### config.mk
export PLATFORM = sky130hd
export DESIGN_NAME = dds_phase_gen
export DESIGN_NICKNAME = d
export VERILOG_FILES = /design/src/rtl/dds_pkg.sv /design/src/rtl/dds_phase_gen.sv
export VERILOG_INCLUDE_DIRS = /design/src /design/src/rtl
export SDC_FILE = /design/constraint.sdc
export NUM_CORES = 1
export LEC_CHECK = 0
export BUFFER_PORTS_ARGS = -buffer_cell sky130_fd_sc_hd__clkbuf_2
export CORE_MARGIN = 1
export CORE_UTILIZATION = 45
export CTS_CLUSTER_DIAMETER = 60
export DETAILED_ROUTE_END_ITERATION = 12
export GPL_ROUTABILITY_DRIVEN = 0
export SYNTH_ARGS = -nofsm -noshare
export SYNTH_HDL_FRONTEND = slang
export SYNTH_SLANG_ARGS = --single-unit
### constraint.sdc
create_clock -name clk -period 3.7 [get_ports clk]
set_input_delay 0.555 -clock clk [delete_from_list [all_inputs] [get_ports clk]]
set_output_delay 0.555 -clock clk [all_outputs]
set_load 0.03 [all_outputs]
### src/rtl/dds_cfg.svh
// ********************
// size macros for the parallel DDS
// ********************
`ifndef DDS_CFG_SVH
`define DDS_CFG_SVH

// width of the phase accumulator, one full turn of the cosine
// is 2**DDS_PHASE_BITS counts
`define DDS_PHASE_BITS 24

// width of one signed output sample
`define DDS_SAMPLE_BITS 18

// address width of the quarter-wave table
// the two bits above it select the quadrant
`define DDS_LUT_ADDR_BITS 10

// number of table entries, one quadrant of the wave
`define DDS_LUT_DEPTH (1 << `DDS_LUT_ADDR_BITS)

// consecutive samples carried by one output beat
`define DDS_LANES 4

// register stages from the phase register to the output register:
// phase register, lane fold, table read and output register
`define DDS_PIPE_DEPTH 4

`endif

### src/rtl/dds_pkg.sv
// ********************
// DDS data types: phase, sample, lane phases, output beat
// ********************
`include "dds_cfg.svh"

package dds_pkg;

  // unsigned phase word, wraps modulo 2**DDS_PHASE_BITS
  typedef logic [`DDS_PHASE_BITS-1:0] phase_t;

  // signed two's complement cosine sample
  typedef logic signed [`DDS_SAMPLE_BITS-1:0] sample_t;

  // one phase per lane, all taken from the same base phase
  // element k is base + k * increment
  typedef struct packed {
    phase_t [`DDS_LANES-1:0] phase;
  } lane_phases_t;

  // one beat of the output stream
  // element 0 sits in the low bits and is the earliest sample in time
  typedef struct packed {
    sample_t [`DDS_LANES-1:0] sample;
  } cos_beat_t;

endpackage

### src/rtl/dds_phase_gen.sv
// ********************
// increment register, phase accumulator, lane phases
// ********************
`timescale 1ns/1ps
`include "dds_cfg.svh"

module dds_phase_gen
  import dds_pkg::*;
(
  input  logic         clk,
  input  logic         reset,
  input  logic         advance,
  input  logic         phase_inc_valid,
  input  phase_t       phase_inc,
  output lane_phases_t lane_phases
);

  // current increment per sample
  phase_t inc_q;
  // increment per beat, DDS_LANES times inc_q
  phase_t stride_q;
  // phase of lane 0 in the next word to be loaded
  phase_t base_q;
  // offset of each lane from the base phase
  phase_t lane_offset [`DDS_LANES];

  // the increment and the stride both load from the input port on the
  // strobe edge, so the first advance after that edge already sees the
  // new stride together with the new lane offsets
  // a strobe wins over reset, this lets the increment be set up while
  // the rest of the design is still held in reset
  always_ff @(posedge clk) begin
    if (phase_inc_valid) begin
      inc_q    <= phase_inc;
      stride_q <= phase_t'(phase_inc * `DDS_LANES);
    end else if (reset) begin
      inc_q    <= '0;
      stride_q <= '0;
    end
  end

  // lane k sits k increments after lane 0
  // the products are constant multiples of inc_q and wrap like the phase
  always_comb begin
    for (int k = 0; k < `DDS_LANES; k++) begin
      lane_offset[k] = phase_t'(inc_q * k);
    end
  end

  // the base phase moves on by one beat worth of samples per advance
  // and wraps naturally at the width of phase_t
  always_ff @(posedge clk) begin
    if (reset) begin
      base_q <= '0;
    end else if (advance) begin
      base_q <= base_q + stride_q;
    end
  end

  // phase register, the first stage of the pipeline
  // it captures the base before the accumulator steps, so the first word
  // after reset starts at phase 0
  always_ff @(posedge clk) begin
    if (advance) begin
      for (int k = 0; k < `DDS_LANES; k++) begin
        lane_phases.phase[k] <= base_q + lane_offset[k];
      end
    end
  end

endmodule

# Word-level counts from Yosys, hierarchy flattened

Index checks and enable logic that the tools add are counted.

Output and inout bits: 96
Register bits: 166
Logic and storage cells: 17

Multipliers: 1
Multiplexer cells: 4
Add/subtract/negate cells: 4
Reductions and logical operators: 1

Operators with widths:

| kind                                                | count |
|---|---|
| adder 24 bit                                        | 4 |
| 2-to-1 mux 24 bit                                   | 4 |
| multiplier 24 x 2 -> 24 bit (second input constant) | 1 |
| nonzero test 2 bit                                  | 1 |

# Depth between registers and ports, before layout

Depth after elaboration: 2
Mapped depth: 11
Gate-level depth less buffers: 11

# Worst setup path after synthesis

OpenSTA, ideal clock, no wires.

Kind: register -> register
Start: register inc_q[7]
End: register lane_phases[93] (netlist name) (data pin)
Clock period less this slack: 3.024 ns
Data arrival time: 2.753 ns
Path buffers: 0
Setup slack: 0.676 ns
Stages on the path, launching flop included: 10
Cells stage by stage: edfxtp_1 > fa_1 > ha_1 > a211oi_1 > nor2_1 > or4_1 > o211ai_2 > o21ai_1 > a2111oi_0 > nor3_1

Word-level cells in the longest chain between the ends: 2

RTL lines:

| element                     | line                | RTL |
|---|---|---|
| start: declaration          | dds_phase_gen.sv:19 | `phase_t inc_q;` |
| start signal: assignment    | dds_phase_gen.sv:34 | `inc_q <= phase_inc;` |
| multiplier 24 x 2 -> 24 bit | dds_phase_gen.sv:46 | `lane_offset[k] = phase_t'(inc_q * k);` |
| adder 24 bit                | dds_phase_gen.sv:66 | `lane_phases.phase[k] <= base_q + lane_offset[k];` |
| end: declaration            | dds_phase_gen.sv:15 | `output lane_phases_t lane_phases` |

Every way passes these cells.
A chain may end at the register's enable or synchronous reset.

# Worst setup path in the final report

Ends and elaborated chain as after synthesis.

==> impl_metrics.env <==
export IMPL_status="finished clean"
export IMPL_synth_top_cells_by_area="sky130_fd_sc_hd__edfxtp_1 (38%), sky130_fd_sc_hd__ha_1 (12%), sky130_fd_sc_hd__fa_1 (5.5%)"
export IMPL_setup_viol_count_final=0
export IMPL_total_grt_usage_pct=21.6
export IMPL_cts_buffer_depth=2
export IMPL_synth_most_common_cell="sky130_fd_sc_hd__edfxtp_1"
export IMPL_post_place_ws_ns=0.355
export IMPL_fillers=1761
export IMPL_cts_reportedPaths_clkPinSlew_ns=0.06
export IMPL_placement_rows=51
export IMPL_grt_max_degree=106
export IMPL_grt_pass1_vias=6213
export IMPL_unrepaired_setup_endpoints_after_global_routing="false"
export IMPL_post_cts_resize_count=0
export IMPL_netlist_area_mm2=0.00909
export IMPL_timing_critical_path_slowest_stage_cell="sky130_fd_sc_hd__fa_1"
export IMPL_die_w_um=144
export IMPL_grt_pass1_wl_mm=33.5
export IMPL_p_per_area_mw_per_mm2=601
export IMPL_max_h_tree_level=4
export IMPL_drv_slew=0
export IMPL_synthesis_yosys_warnings=0
export IMPL_placed_area_mm2=0.0101
export IMPL_timing_critical_path_cells="fa_1 -> ha_1 -> a211oi_1 -> nor2_1 -> or4_1 -> o211ai_2 -> o21ai_1 -> a2111oi_0 -> nor3_1"
export IMPL_grt_overflow_total=0
export IMPL_final_period_minus_worst_setup_slack_ns=3.33
export IMPL_fin_hold_ws_ns=0.406
export IMPL_core_mm2=0.0197
export IMPL_finish_net_count=1097
export IMPL_synth_top_area_cell="sky130_fd_sc_hd__edfxtp_1"
export IMPL_final_min_period_over_clock_period_pct=90.1
export IMPL_final_setup_skew_ns=0.00932
export IMPL_postSynthRegisterBits=137
export IMPL_finalWirelength_mm=21.7
export IMPL_cts_buffers=17
export IMPL_drive_gt1_share_pct=19.1
export IMPL_drt_pass1_iterations=6
export IMPL_asyncSetResetFlopFracSynth_pct=0
export IMPL_cts_tree="yes"
export IMPL_via_per_inst=5.52
export IMPL_ys_seq_area_share_pct=42.8
export IMPL_port_buffer_count=120
export IMPL_synth_edf_count=115
export IMPL_tightest_slew_ns=0.717
export IMPL_drt_first_iter_violations=460
export IMPL_num_vias=6832
export IMPL_insertion_delay_ns=0.42
export IMPL_max_cap_viol_count=0
export IMPL_fin_tns_setup_ns=0
export IMPL_die_y_um=144
export IMPL_layout_cells_non_filler=1237
export IMPL_fin_area_mm2=0.0106
export IMPL_worstSetupPathType="register to register"
export IMPL_synth_common_cells="sky130_fd_sc_hd__edfxtp_1 (115), sky130_fd_sc_hd__ha_1 (85), sky130_fd_sc_hd__a21oi_1 (59), sky130_fd_sc_hd__nor2_1 (50), sky130_fd_sc_hd__xnor2_1 (48)"
export IMPL_worst_slew_margin_rel_pct=52.2
export IMPL_worst_ep_arrival_time_ns=3.49
export IMPL_worst_path_dominant_cell_family="compound AO/OA/AOI/OAI gates"
export IMPL_clkSinkCount=137
export IMPL_synthCells=818
export IMPL_ir_worst_vdd_uv=329
export IMPL_place_detailed_instances=1205
export IMPL_floorplan_initialDensity_pct=46.2
export IMPL_worst_path_max_stage_delay_ns=0.52
export IMPL_critPathBufInv=0
export IMPL_dominantRegCellSynth="sky130_fd_sc_hd__edfxtp_1"
export IMPL_upper_clock_frequency_limit_ghz=0.300
export IMPL_yosys_area_top_type_share_pct=38.0
export IMPL_ctsRootBufferMaster="sky130_fd_sc_hd__clkbuf_16"
export IMPL_routedWlPerCell_um=17.6
export IMPL_final_setup_worst_slack_ns=0.367
export IMPL_floorplan_io_pins=124
export IMPL_worst_setup_path_start_kind="register"
export IMPL_post_cts_buffers=0
export IMPL_hp_class="primary input to register"
export IMPL_synthToLayoutAreaGrowth_pct=16.8
export IMPL_postRouteAntennaNets=0
export IMPL_timing_final_hold_violations=0
export IMPL_avgSynthCellArea_um2=11.1
export IMPL_synth_cell_type_count=68
export IMPL_timing_reg2reg_setup_slack_ns=0.37
export IMPL_number_of_antenna_violations_at_the_first_check_in_global_routing=0
export IMPL_crit_fanout=5
export IMPL_power_leakage_nw=4.73
export IMPL_drcViolationCount=0
export IMPL_dp_final_hpwl_mm=16.7
export IMPL_setup_worst_path_end_class="register"
export IMPL_cts_hold_buffers=0
export IMPL_antenna_cells=0
export IMPL_timing_critical_path_required_ns=3.85
export IMPL_fp_dieArea_mm2=0.0208
[final cells by class]
type	count	area, um2	area share (%)
Tap cell	265	332	3.12
Multi-Input combinational cell	639	5020	47.3
Sequential cell	137	3890	36.7
Clock inverter	13	83.8	0.790
Timing Repair Buffer	139	758	7.15
Clock buffer	19	433	4.08
Inverter	25	93.8	0.884
[metrics by stage]
stage          power, W  util, %
6_report        0.00638     54.0
5_1_grt         0.00678     54.0
4_1_cts         0.00641     54.0
3_5_place_dp    0.00489     51.4
3_3_place_gp    0.00487     51.4
2_1_floorplan   0.00419        -
[layer usage]
metal	track usage, %	vias up	part of all wire [%]
met5	0	-	0
met1	33.0	3216	51
met2	30.3	205	42
met4	7.11	0	1.6
met3	3.81	21	5.4
li1	-	3390	-
[cells in the final DEF, fill, tap and decap left out, drive strengths merged, types with 5 or more instances in the layout]
cell type and count:
xnor2 48, fa 25, o31ai 6, clkinv 8, o21a 16, a211oi 20, dfxtp 22, o21bai 11
nand2 37, clkbuf 138, a21o 34, and2 31, buf 20, o211ai 7, nor3 14, a21oi 60
nand4 7, o22ai 5, nor2 50, xor2 18, inv 25, edfxtp 115, a31oi 9, o21ai 41
nand3 18, a221oi 5, nor2b 5, mux2i 13, ha 85, clkinvlp 5, nand2b 12
[flip-flops by register name, summed over array words and instances, names as in the netlist]
name / cells
base_q: 22
inc_q: 24
lane_phases: 91
[final timing paths]
path | startpoint | to | cells after the start
max | inc_q[7] | lane_phases[93] | 9
min | phase_inc[10] | inc_q[10] | 2
max reg2reg | inc_q[7] | lane_phases[93] | 9
min reg2reg | base_q[23] | lane_phases[23] | 0
[power breakdown]
group / internal [W] / switching (W) / total (W)
Sequential: 0.00208 / 0.000184 / 0.00226
Combinational: 0.000978 / 0.00163 / 0.00261
Clock: 0.000846 / 0.000664 / 0.00151
[logic make-up after synthesis]
family | synth area share [%]
flops | 42.8
compound gates | 18.2
mux | 1.84
other cells | 0.0413
fa+ha+maj | 17.2
xor+xnor | 6.36
buf+inv | 2.02
simple gates | 11.5
Note: power is estimated with default switching activity, not from simulation.
