--- config.mk ---
export PLATFORM = sky130hd
export DESIGN_NAME = dds_out_stage
export DESIGN_NICKNAME = d
export VERILOG_FILES = /design/src/rtl/dds_pkg.sv /design/src/rtl/dds_out_stage.sv
export VERILOG_INCLUDE_DIRS = /design/src /design/src/rtl
export SDC_FILE = /design/constraint.sdc
export NUM_CORES = 1
export LEC_CHECK = 0
export BUFFER_PORTS_ARGS = -buffer_cell sky130_fd_sc_hd__buf_2
export CORE_UTILIZATION = 37
export DETAILED_ROUTE_END_ITERATION = 8
export GPL_TIMING_DRIVEN = 1
export PLACE_DENSITY_LB_ADDON = 0.25
export SLEW_MARGIN = 20
export SYNTH_ARGS = -nofsm -noshare
export SYNTH_HDL_FRONTEND = slang
export SYNTH_SLANG_ARGS = --single-unit
--- constraint.sdc ---
create_clock -name clk -period 1.49 [get_ports clk]
set_input_delay 0.2235 -clock clk [delete_from_list [all_inputs] [get_ports clk]]
set_output_delay 0.2235 -clock clk [all_outputs]
set_load 0.05 [all_outputs]
--- src/rtl/dds_cfg.svh ---
// ********************
// size macros for the parallel DDS
// ********************
`ifndef DDS_CFG_SVH
`define DDS_CFG_SVH

// width of the phase accumulator, one full turn of the cosine
// is 2**DDS_PHASE_BITS counts
`define DDS_PHASE_BITS 24

// width of one signed output sample
`define DDS_SAMPLE_BITS 18

// address width of the quarter-wave table
// the two bits above it select the quadrant
`define DDS_LUT_ADDR_BITS 10

// number of table entries, one quadrant of the wave
`define DDS_LUT_DEPTH (1 << `DDS_LUT_ADDR_BITS)

// consecutive samples carried by one output beat
`define DDS_LANES 4

// register stages from the phase register to the output register:
// phase register, lane fold, table read and output register
`define DDS_PIPE_DEPTH 4

`endif

--- src/rtl/dds_pkg.sv ---
// ********************
// DDS data types: phase, sample, lane phases, output beat
// ********************
`include "dds_cfg.svh"

package dds_pkg;

  // unsigned phase word, wraps modulo 2**DDS_PHASE_BITS
  typedef logic [`DDS_PHASE_BITS-1:0] phase_t;

  // signed two's complement cosine sample
  typedef logic signed [`DDS_SAMPLE_BITS-1:0] sample_t;

  // one phase per lane, all taken from the same base phase
  // element k is base + k * increment
  typedef struct packed {
    phase_t [`DDS_LANES-1:0] phase;
  } lane_phases_t;

  // one beat of the output stream
  // element 0 sits in the low bits and is the earliest sample in time
  typedef struct packed {
    sample_t [`DDS_LANES-1:0] sample;
  } cos_beat_t;

endpackage

--- src/rtl/dds_out_stage.sv ---
// ********************
// output register, stage valid tracking, pipeline advance
// ********************
`timescale 1ns/1ps
`include "dds_cfg.svh"

module dds_out_stage
  import dds_pkg::*;
(
  input  logic      clk,
  input  logic      reset,
  input  cos_beat_t samples,
  input  logic      cos_ready,
  output logic      advance,
  output logic      cos_valid,
  output cos_beat_t cos_data
);

  localparam int D = `DDS_PIPE_DEPTH;

  // one valid bit per pipeline stage, bit 0 is the phase register and
  // the top bit is the output register
  logic [D-1:0] stage_valid;

  // the whole pipeline moves together, so it may step whenever the output
  // register is empty or its beat is taken on this edge
  // this is the only place where back-pressure enters the design
  assign advance = ~stage_valid[D-1] | cos_ready;

  // the phase generator always has a word ready, so a one shifts in at the
  // bottom on each advance and the fill after reset is tracked exactly
  always_ff @(posedge clk) begin
    if (reset) begin
      stage_valid <= '0;
    end else if (advance) begin
      stage_valid <= {stage_valid[D-2:0], 1'b1};
    end
  end

  // output register
  // with advance low it holds, so data stays stable while valid waits
  always_ff @(posedge clk) begin
    if (advance) begin
      cos_data <= samples;
    end
  end

  assign cos_valid = stage_valid[D-1];

endmodule

# == Yosys cells after proc, flatten, opt, wreduce, memory -nomap -nowiden ==
# Index checks and enable logic that the tools add are counted.
# classes
bitwise_logic,2
# ops
op,count
$not A1 Y1,1
$or A1 B1 Y1,1
# totals
reg_bits,76
inputBits,75
out_inout_bits,74
wordCells,7

# == Logic depth before layout (Yosys ltp) ==
# Gate-level depths: netlist of run 1.
# depth
ltp_word,2
mapped_depth,3
ltp_nobuf,3

# == Worst setup path before layout of run 1 ==
# Ideal clock, no wire load.
# synth_timing
path_kind,register to register
startpoint,register stage_valid[3]
endpoint,"register cos_data[0] (netlist name), enable pin"
setup_time_ps,403
t_arrival_ps,1642
t_required_ps,1087
path_slack_ps,-555
path_stages_with_launch,3
synth_period_minus_slack_ps,2045
cell_sequence,dfxtp_1 > nor2b_4 > inv_2
# synth_between
elab_chain_len,2
# synth_rtl
element,line,text
start: declaration,dds_out_stage.sv:23,logic [D-1:0] stage_valid;
start signal: assignment,dds_out_stage.sv:36,"stage_valid <= {stage_valid[D-2:0], 1'b1};"
$not A1 Y1,dds_out_stage.sv:28,assign advance = ~stage_valid[D-1] | cos_ready;
$or A1 B1 Y1,dds_out_stage.sv:28,
named net advance,dds_out_stage.sv:14,"output logic advance,"
end signal: assignment,dds_out_stage.sv:44,cos_data <= samples;
end: declaration,dds_out_stage.sv:16,output cos_beat_t cos_data
# The timed path passes the listed nets, and every way through them passes these cells.
# A chain may end at the register's enable or synchronous reset.

# == Worst setup path after layout of run 1 ==
# layout_timing
startpoint,register stage_valid[3]
endpoint,output advance
# layout_between
elab_chain_len,2
# layout_rtl
element,line
$not A1 Y1,dds_out_stage.sv:28
$or A1 B1 Y1,dds_out_stage.sv:28
end: declaration,dds_out_stage.sv:14
# Every way passes these cells.

==> flow_summary.toml, run 1 <==
[sta]
timing.hold.ws_ns = 0.06192
finalHoldViolations = 0
relSlewSlack_pct = 82.53
max_freq_mhz = 712.1
worst_pin_slew_ns = 0.2639
min_period_over_period_pct = 94.24
finalSetupViolCount = 0
fin_crit_ns = 1.404
finalSetupTns_ns = 0
report.final.slew_viol_count = 0
fin_skew_ns = 0.006509
grt_setup_unrepaired = "no"

[final_layout]
final_common_cell = "buf_2"
layout.nets = 326
nFillCells = 485
syn_to_final_growth_pct = 47.54
final_cell_mix = "147 x buf_2, 72 x edfxtp_1, 9 x clkbuf_8"
drive_gt1_share_pct = 66.27
num_antenna_cells = 0

[floorplan]
ios = 149
chipWidth_um = 81.12
die-area_um2 = 6580
core_um2 = 5991
start_util_pct = 38.66
die_h_um = 81.12
rows = 28

[critical_path]
crit_fanout = 23
startpoint_type = "register"
critPathCapture = "advance"
path_class = "reg -> out"
r2r_end = "cos_data[32]"
rr_startpoint = "stage_valid[3]"
r2r_slack_ns = 0.32
cp.arrival_ns = 1.18
cp.required_ns = 1.27
critPathLaunch = "stage_valid[3]"
reg2reg_depth = 3
cp-end-kind = "output pin"

[clock_network]
h-tree-depth = 3
clk_pin_slew_worst_paths_ns = 0.07
root_buffer = "clkbuf_8"
clock_sinks = 76
hold_buffers = 0
cts_tree = "yes"
ctsLongestPathBuffers = 2
cts_buffers = 9
clk_latency_ns = 0.33

[yosys]
synth.cell_area_um2 = 2316
synth_cell_types = 10
netlist_instances = 87
ys_seq_elements = 76
seq_area_frac_synth_pct = 96.81
avgSynthCellArea_um2 = 26.62
yosys_warnings = 0
mappedNetlistNets = 162

[hold_path]
hp-class = "in -> reg"
min-delay-start = "samples[2]"

[drt]
wire_per_inst_um = 13.43
drtAntennaViolNets = 0
wirelength_um = 4433
first_iter_violations = 32
routed_via_density = 4.194
vias = 1384
first_pass_iters = 2
drc = 0

[global_routing]
grt_max_degree = 30
grt.total_usage_pct = 13.37
grt_pass1_wl_um = 6037
grt_pass1_vias = 1293
antenna_found_initial = 0
overflow = 0

[power]
power_density_nw_per_um2 = 1403
peakVddDrop_v = 0.0007528
leakage_nw = 1.543

[placement]
gp_congestion = 0.6662
hpwlAfterDp_um = 3337
io_buffers = 148

[run]
drv_cap = 0

[outcome]
status = "finished, final reports clean"
[power breakdown]
part	leakage [nW]	internal (mW)	switching, mW
Sequential	0.792	2.47	0.0315
Clock	0.104	0.929	0.667
Combinational	0.648	0.160	0.534
Total	1.54	3.56	1.23
[kinds of logic after synthesis]
family | count (synthesis) | synth area share [%]
muxes | 1 | 0.4322
AOI/OAI and AO/OA | 3 | 0.6481
and+or+nand+nor | 4 | 1.620
DFF | 76 | 96.81
buffers and inverters | 3 | 0.4862
[final cells by class]
class	count	area [um^2]	share of cell area, %
clock buffer	10	127.6	3.735
clock inverter	5	77.57	2.270
inverter	3	18.77	0.5492
multi-input combinational	8	62.56	1.831
sequential	76	2243	65.65
tap	75	93.84	2.746
timing repair buffer	153	793.3	23.21
[sequential cells by signal, summed over array words and instances, names as in the netlist]
register	cells
stage_valid	4
cos_data	72
[Yosys cell counts, drive strengths merged]
library cell / count / share of area, %
dfxtp: 4 / 3.5
mux2i: 1 / 0.43
nand4bb: 1 / 0.49
edfxtp: 72 / 93
a21oi: 2 / 0.43
nor2b: 1 / 0.59
inv: 3 / 0.49
nand2b: 2 / 0.54
o21ai: 1 / 0.22
[worst min path at each step]
stage                          end  slack, ns  cells past startpoint
finish                 cos_data[2]       0.06                      1
global route           cos_data[2]       0.04                      1
CTS                    cos_data[8]       0.04                      1
detailed placement    cos_data[35]       0.40                      1
global placement      cos_data[54]       0.40                      1
floorplan           stage_valid[0]       0.29                      1
[layer usage]
| layer | wire length [um] | global-route usage (%) | vias up |
|---|---|---|---|
| met5 | 0 | 0 | - |
| met4 | 99 | 8.571 | 0 |
| met3 | 491 | 4.719 | 9 |
| met2 | 2008 | 20.25 | 99 |
| met1 | 1834 | 16.23 | 608 |
| li1 | - | - | 668 |
[critical path, cell delays in order, from the launching register on]
cell	delay [ns]
dfxtp_2	0.34
nor2b_4	0.21
inv_8	0.10
buf_4	0.20
[stage by stage]
stage	setup slack, ns	cells	util [%]	cell area, um^2	total power [mW]
floorplan	0.06445	87	-	2323	3.032
global placement	0.3278	313	53.30	3193	3.242
detailed placement	0.3111	313	53.30	3193	3.251
CTS	0.02406	329	56.89	3408	4.860
global route	0.02079	330	57.04	3417	4.965
finish	0.08576	330	57.04	3417	4.794
[repair_timing]
item,in CTS,in global routing
endpoints found under the setup margin,1,1
gates resized for setup,1,1
buffers inserted,1,1
Power figures use the tool's default switching activity.
==> run 2, diff against run 1 <==
--- a/config.mk
+++ b/config.mk
@@ -6,6 +6,7 @@
 export SDC_FILE = /design/constraint.sdc
 export NUM_CORES = 1
 export LEC_CHECK = 0
+export ABC_AREA = 1
 export BUFFER_PORTS_ARGS = -buffer_cell sky130_fd_sc_hd__buf_2
 export CORE_UTILIZATION = 37
 export DETAILED_ROUTE_END_ITERATION = 8
@@ -15,3 +16,4 @@
 export SYNTH_ARGS = -nofsm -noshare
 export SYNTH_HDL_FRONTEND = slang
 export SYNTH_SLANG_ARGS = --single-unit
+export TNS_END_PERCENT = 100
==> flow_summary.toml, run 2 <==
[power]
p_sw_mw = 1.272
swShare_pct = 26.27
intPower_mw = 3.569
finalPower_mw = 4.840
clockPowerShare_pct = 32.7
power_density_nw_per_um2 = 1415
p_comb_share_pct = 15.4
peakVddDrop_v = 0.0006857
leakage_nw = 1.542
seqPwrFrac_pct = 51.9

[drt]
routed_via_density = 4.179
first_pass_iters = 3
drc = 0
drtAntennaViolNets = 0
vias = 1400
wire_per_inst_um = 12.75
first_iter_violations = 18
wirelength_um = 4270

[critical_path]
path_cells = "nand2_8 > buf_2"
slowest_delay_ns = 0.36
r2r_slack_ns = 0.42
cp.arrival_ns = 1.18
path_class = "reg -> out"
cpMaxStageDelayCell = "dfxtp_2"
crit_fanout = 23
cp-end-kind = "output pin"
cp.required_ns = 1.27
startpoint_type = "register"

[yosys]
synth_top_area_share_pct = 93.30
avgSynthCellArea_um2 = 24.65
async_reset_ff_share_pct = 0
muxShareOfSynthArea_pct = 0
synth_top_family_by_area = "simple AND/OR/NAND/NOR gates"
synth-simple-area-share_pct = 1.836
yosysMostFrequentCell = "edfxtp_1"
synth_commonest_cells = "72 x edfxtp_1, 6 x inv_1, 4 x dfxtp_1, 4 x nor2_1, 3 x nand2_1"
yosys.area.top_type = "edfxtp_1"
netlist_instances = 94
synthAdderAreaFrac_pct = 0
synth_edf_count = 72
synth.area.top_cells = "edfxtp_1 93%, dfxtp_1 3.5%, inv_1 0.97%"
mappedNetlistNets = 169
synth-compound-area-share_pct = 0.4320
seq_area_frac_synth_pct = 96.76
synth.cell_area_um2 = 2317
synth_cell_types = 9
synth_xor_area_share_pct = 0
synth_ff_type = "edfxtp_1"
yosys_warnings = 0
ys_seq_elements = 76

[clock_network]
clk_pin_slew_worst_paths_ns = 0.07
clock_sinks = 76
ctsLongestPathBuffers = 2
clk_latency_ns = 0.32
cts_setup_buffers = 0
h-tree-depth = 3
cts_buffers = 9
root_buffer = "clkbuf_8"
cts_tree = "yes"
cts_resized = 0
hold_buffers = 0

[floorplan]
ios = 149
start_util_pct = 38.68
chipWidth_um = 81.14
core_um2 = 5991
die-area_um2 = 6583
die_h_um = 81.14
rows = 28

[sta]
relSlewSlack_pct = 82.30
fin_crit_ns = 1.402
fin_ws_ns = 0.08805
finalSetupViolCount = 0
report.final.slew_viol_count = 0
min_period_over_period_pct = 94.09
grt_setup_unrepaired = "no"
max_freq_mhz = 713.3
finalHoldViolations = 0
worst_pin_slew_ns = 0.2673
fin_skew_ns = 0.005943
finalSetupTns_ns = 0

[global_routing]
grt.total_usage_pct = 12.88
grt_pass1_wl_um = 5809
antenna_found_initial = 1
grt_max_degree = 26
overflow = 0
grt_pass1_vias = 1256

[placement]
gp_congestion = 0.6808
post-place-ws_ns = 0.3223
io_buffers = 148
hpwlAfterDp_um = 3225

[final_layout]
syn_to_final_growth_pct = 47.62
final_cell_mix = "148 x buf_2, 72 x edfxtp_1, 9 x clkbuf_8"
reg.largest.list = "cos_data (72), stage_valid (4)"
fin_util_pct = 57.10
nFillCells = 492
num_antenna_cells = 0
layout.nets = 331
drive_gt1_share_pct = 64.23
final_common_cell = "buf_2"
largest_reg_flops = 72
largest-register = "cos_data"

[hold_path]
hp-class = "in -> reg"

[outcome]
status = "finished, final reports clean"

[run]
drv_cap = 0
==> run 2: area by class of cell <==
type                    instances  area (um^2)  area share (%)
flip-flops and latches         76         2243           65.58
repair buffers                151        788.3           23.04
clock buffers                   9        123.9           3.621
well taps                      75        93.84           2.743
clock inverters                 6        80.08           2.341
multi-input cells              12        68.82           2.012
inverters                       6        22.52          0.6584
==> run 2: worst max-delay path, delay by kind of cell (launching register included) <==
kind                   cells  cell delay, ns
DFF                        1            0.36
buffers and inverters      1            0.30
and+or+nand+nor            1            0.19
==> run 2: metal layers <==
layer | wire length, um | vias to the layer above | part of all wire [%] | track usage, %
li1 | - | 680 | - | -
met1 | 1694 | 598 | 40 | 14.88
met2 | 1803 | 111 | 42 | 18.15
met3 | 684 | 9 | 16 | 6.966
met4 | 75 | 2 | 1.8 | 9.107
met5 | 12 | - | 0.28 | 0
==> run 2: kinds of logic (layout without fill, tap and decap cells) <==
group                  Yosys count  count (layout)
DFF                             76              76
and+or+nand+nor                 10              10
buffers and inverters            6             172
AOI/OAI and AO/OA                2               2
==> run 2: power groups by stage <==
stage	clock network (mW)	logic, mW	registers (mW)
floorplan	0	0.0338	3.04
detailed placement	0	0.752	2.56
global placement	0	0.749	2.56
CTS	1.64	0.751	2.52
finish	1.58	0.744	2.51
global route	1.72	0.776	2.53
==> run 2: per-stage QoR <==
| stage | cells | area [um^2] | hold WS [ns] |
|---|---|---|---|
| 2_1_floorplan | 94 | 2335 | 0.2852 |
| 3_3_place_gp | 320 | 3217 | 0.3948 |
| 3_5_place_dp | 320 | 3217 | 0.3952 |
| 4_1_cts | 335 | 3421 | 0.03665 |
| 5_1_grt | 335 | 3421 | 0.04336 |
| 6_report | 335 | 3421 | 0.05620 |
==> run 2: worst paths after layout <==
kind	from	end	depth (start not counted)
hold / removal	reset	stage_valid[3]	2
setup reg to reg	stage_valid[3]	cos_data[29]	2
setup / recovery	stage_valid[3]	advance	2
hold reg to reg	stage_valid[2]	stage_valid[3]	2
==> run 3, diff against run 2 <==
--- a/config.mk
+++ b/config.mk
@@ -11,7 +11,7 @@
 export CORE_UTILIZATION = 37
 export DETAILED_ROUTE_END_ITERATION = 8
 export GPL_TIMING_DRIVEN = 1
-export PLACE_DENSITY_LB_ADDON = 0.25
+export PLACE_DENSITY_LB_ADDON = 0.15
 export SLEW_MARGIN = 20
 export SYNTH_ARGS = -nofsm -noshare
 export SYNTH_HDL_FRONTEND = slang
==> flow_summary.toml, run 3 (synthesis gave the netlist of run 2 again) <==
[clock_network]
cts_resized = 1
clk_latency_ns = 0.33
cts_setup_buffers = 0
clock_sinks = 76
ctsLongestPathBuffers = 2
cts_buffers = 9
hold_buffers = 0
cts_tree = "yes"
clk_pin_slew_worst_paths_ns = 0.07
root_buffer = "clkbuf_8"
h-tree-depth = 3

[sta]
fin_crit_ns = 1.409
max_freq_mhz = 709.9
finalSetupTns_ns = 0
min_period_over_period_pct = 94.55
grt_setup_unrepaired = "no"
finalHoldViolations = 0
relSlewSlack_pct = 82.60
finalSetupViolCount = 0
report.final.slew_viol_count = 0
fin_skew_ns = 0.004383
worst_pin_slew_ns = 0.2627
timing.hold.ws_ns = 0.05093

[global_routing]
grt_pass1_vias = 1316
antenna_found_initial = 0
overflow = 0
grt.total_usage_pct = 13.26
grt_pass1_wl_um = 5940
grt_max_degree = 30

[floorplan]
die_h_um = 81.14
core_um2 = 5991
rows = 28
start_util_pct = 38.68
die-area_um2 = 6583
ios = 149
chipWidth_um = 81.14

[drt]
wirelength_um = 4276
wl_met3_um = 552
wl_met2_um = 1886
dr.max_layer_used = "met4"
drc = 0
first_iter_violations = 43
wl_met1_um = 1789
vias = 1381
wire_per_inst_um = 12.76
routed_via_density = 4.122
drtAntennaViolNets = 0
first_pass_iters = 4

[final_layout]
syn_to_final_growth_pct = 46.49
layout.nets = 330
largest_reg_flops = 72
fin_util_pct = 56.66
seq_area_um2 = 2243
instances_no_fill = 335
largest-register = "cos_data"
num_antenna_cells = 0
final_common_cell = "buf_2"
reg.largest.list = "cos_data (72), stage_valid (4)"
nFillCells = 485
drive_gt1_share_pct = 63.85
multi_input_area_um2 = 68.82
final_cell_mix = "147 x buf_2, 72 x edfxtp_1, 9 x clkbuf_8"

[critical_path]
slowest_delay_ns = 0.42
startpoint_type = "register"
cp-end-kind = "output pin"
r2r_end = "cos_data[1]"
cp.arrival_ns = 1.19
path_class = "reg -> out"
cp.required_ns = 1.27
crit_fanout = 29
rr_startpoint = "stage_valid[3]"
reg2reg_depth = 2
path_cells = "nand2_8 > buf_4"
cpMaxStageDelayCell = "dfxtp_2"
r2r_slack_ns = 0.37

[placement]
io_buffers = 148
place_inst = 319
hpwlAfterDp_um = 3145
gp_congestion = 0.6908

[power]
power_density_nw_per_um2 = 1383
leakage_nw = 1.531
peakVddDrop_v = 0.0007478

[hold_path]
hp-class = "in -> reg"
hold_end = "stage_valid[3]"
min-delay-start = "reset"
whs_path_depth = 2

[outcome]
status = "finished, final reports clean"

[run]
drv_cap = 0
[run 3: worst max-delay path by stage]
stage	from	endpoint	slack [ns]	depth (start not counted)
after floorplan	stage_valid[3]	stage_valid[0]	0.19	3
after global placement	cos_ready	advance	0.29	4
after global routing	stage_valid[3]	advance	0.001	2
final	stage_valid[3]	advance	0.08	2
after CTS	stage_valid[3]	advance	0.04	2
after detailed placement	cos_ready	advance	0.28	4
[run 3: routing by layer]
metal / vias to the layer above / track usage (%)
met5: - / 0
met4: 0 / 7.500
met3: 6 / 6.854
met2: 99 / 19.58
met1: 598 / 15.54
li1: 678 / -
[run 3: through the flow]
step | cell area [um^2] | power [mW] | worst slack, ns
4_1_cts | 3395 | 4.753 | 0.03964
3_5_place_dp | 3209 | 3.310 | 0.2809
6_report | 3395 | 4.694 | 0.08126
3_3_place_gp | 3209 | 3.306 | 0.2911
5_1_grt | 3395 | 4.862 | 0.001077
2_1_floorplan | 2335 | 3.077 | 0.1915
[run 3: final cells by class]
type / count / share of cell area, %
Timing Repair Buffer: 150 / 23.07
Sequential cell: 76 / 66.09
Inverter: 6 / 0.6635
Clock buffer: 10 / 3.760
Tap cell: 75 / 2.764
Clock inverter: 6 / 1.622
Multi-Input combinational cell: 12 / 2.027
[run 3: worst max-delay path: cells and delay by family (launching register included)]
| family | cells | cell delay (ns) |
|---|---|---|
| flops | 1 | 0.42 |
| buf+inv | 1 | 0.25 |
| simple gates | 1 | 0.18 |
[run 3: power by group]
part,internal [mW],switching [mW]
clock network,0.757,0.682
registers,2.48,0.0318
logic,0.167,0.576
total,3.41,1.29
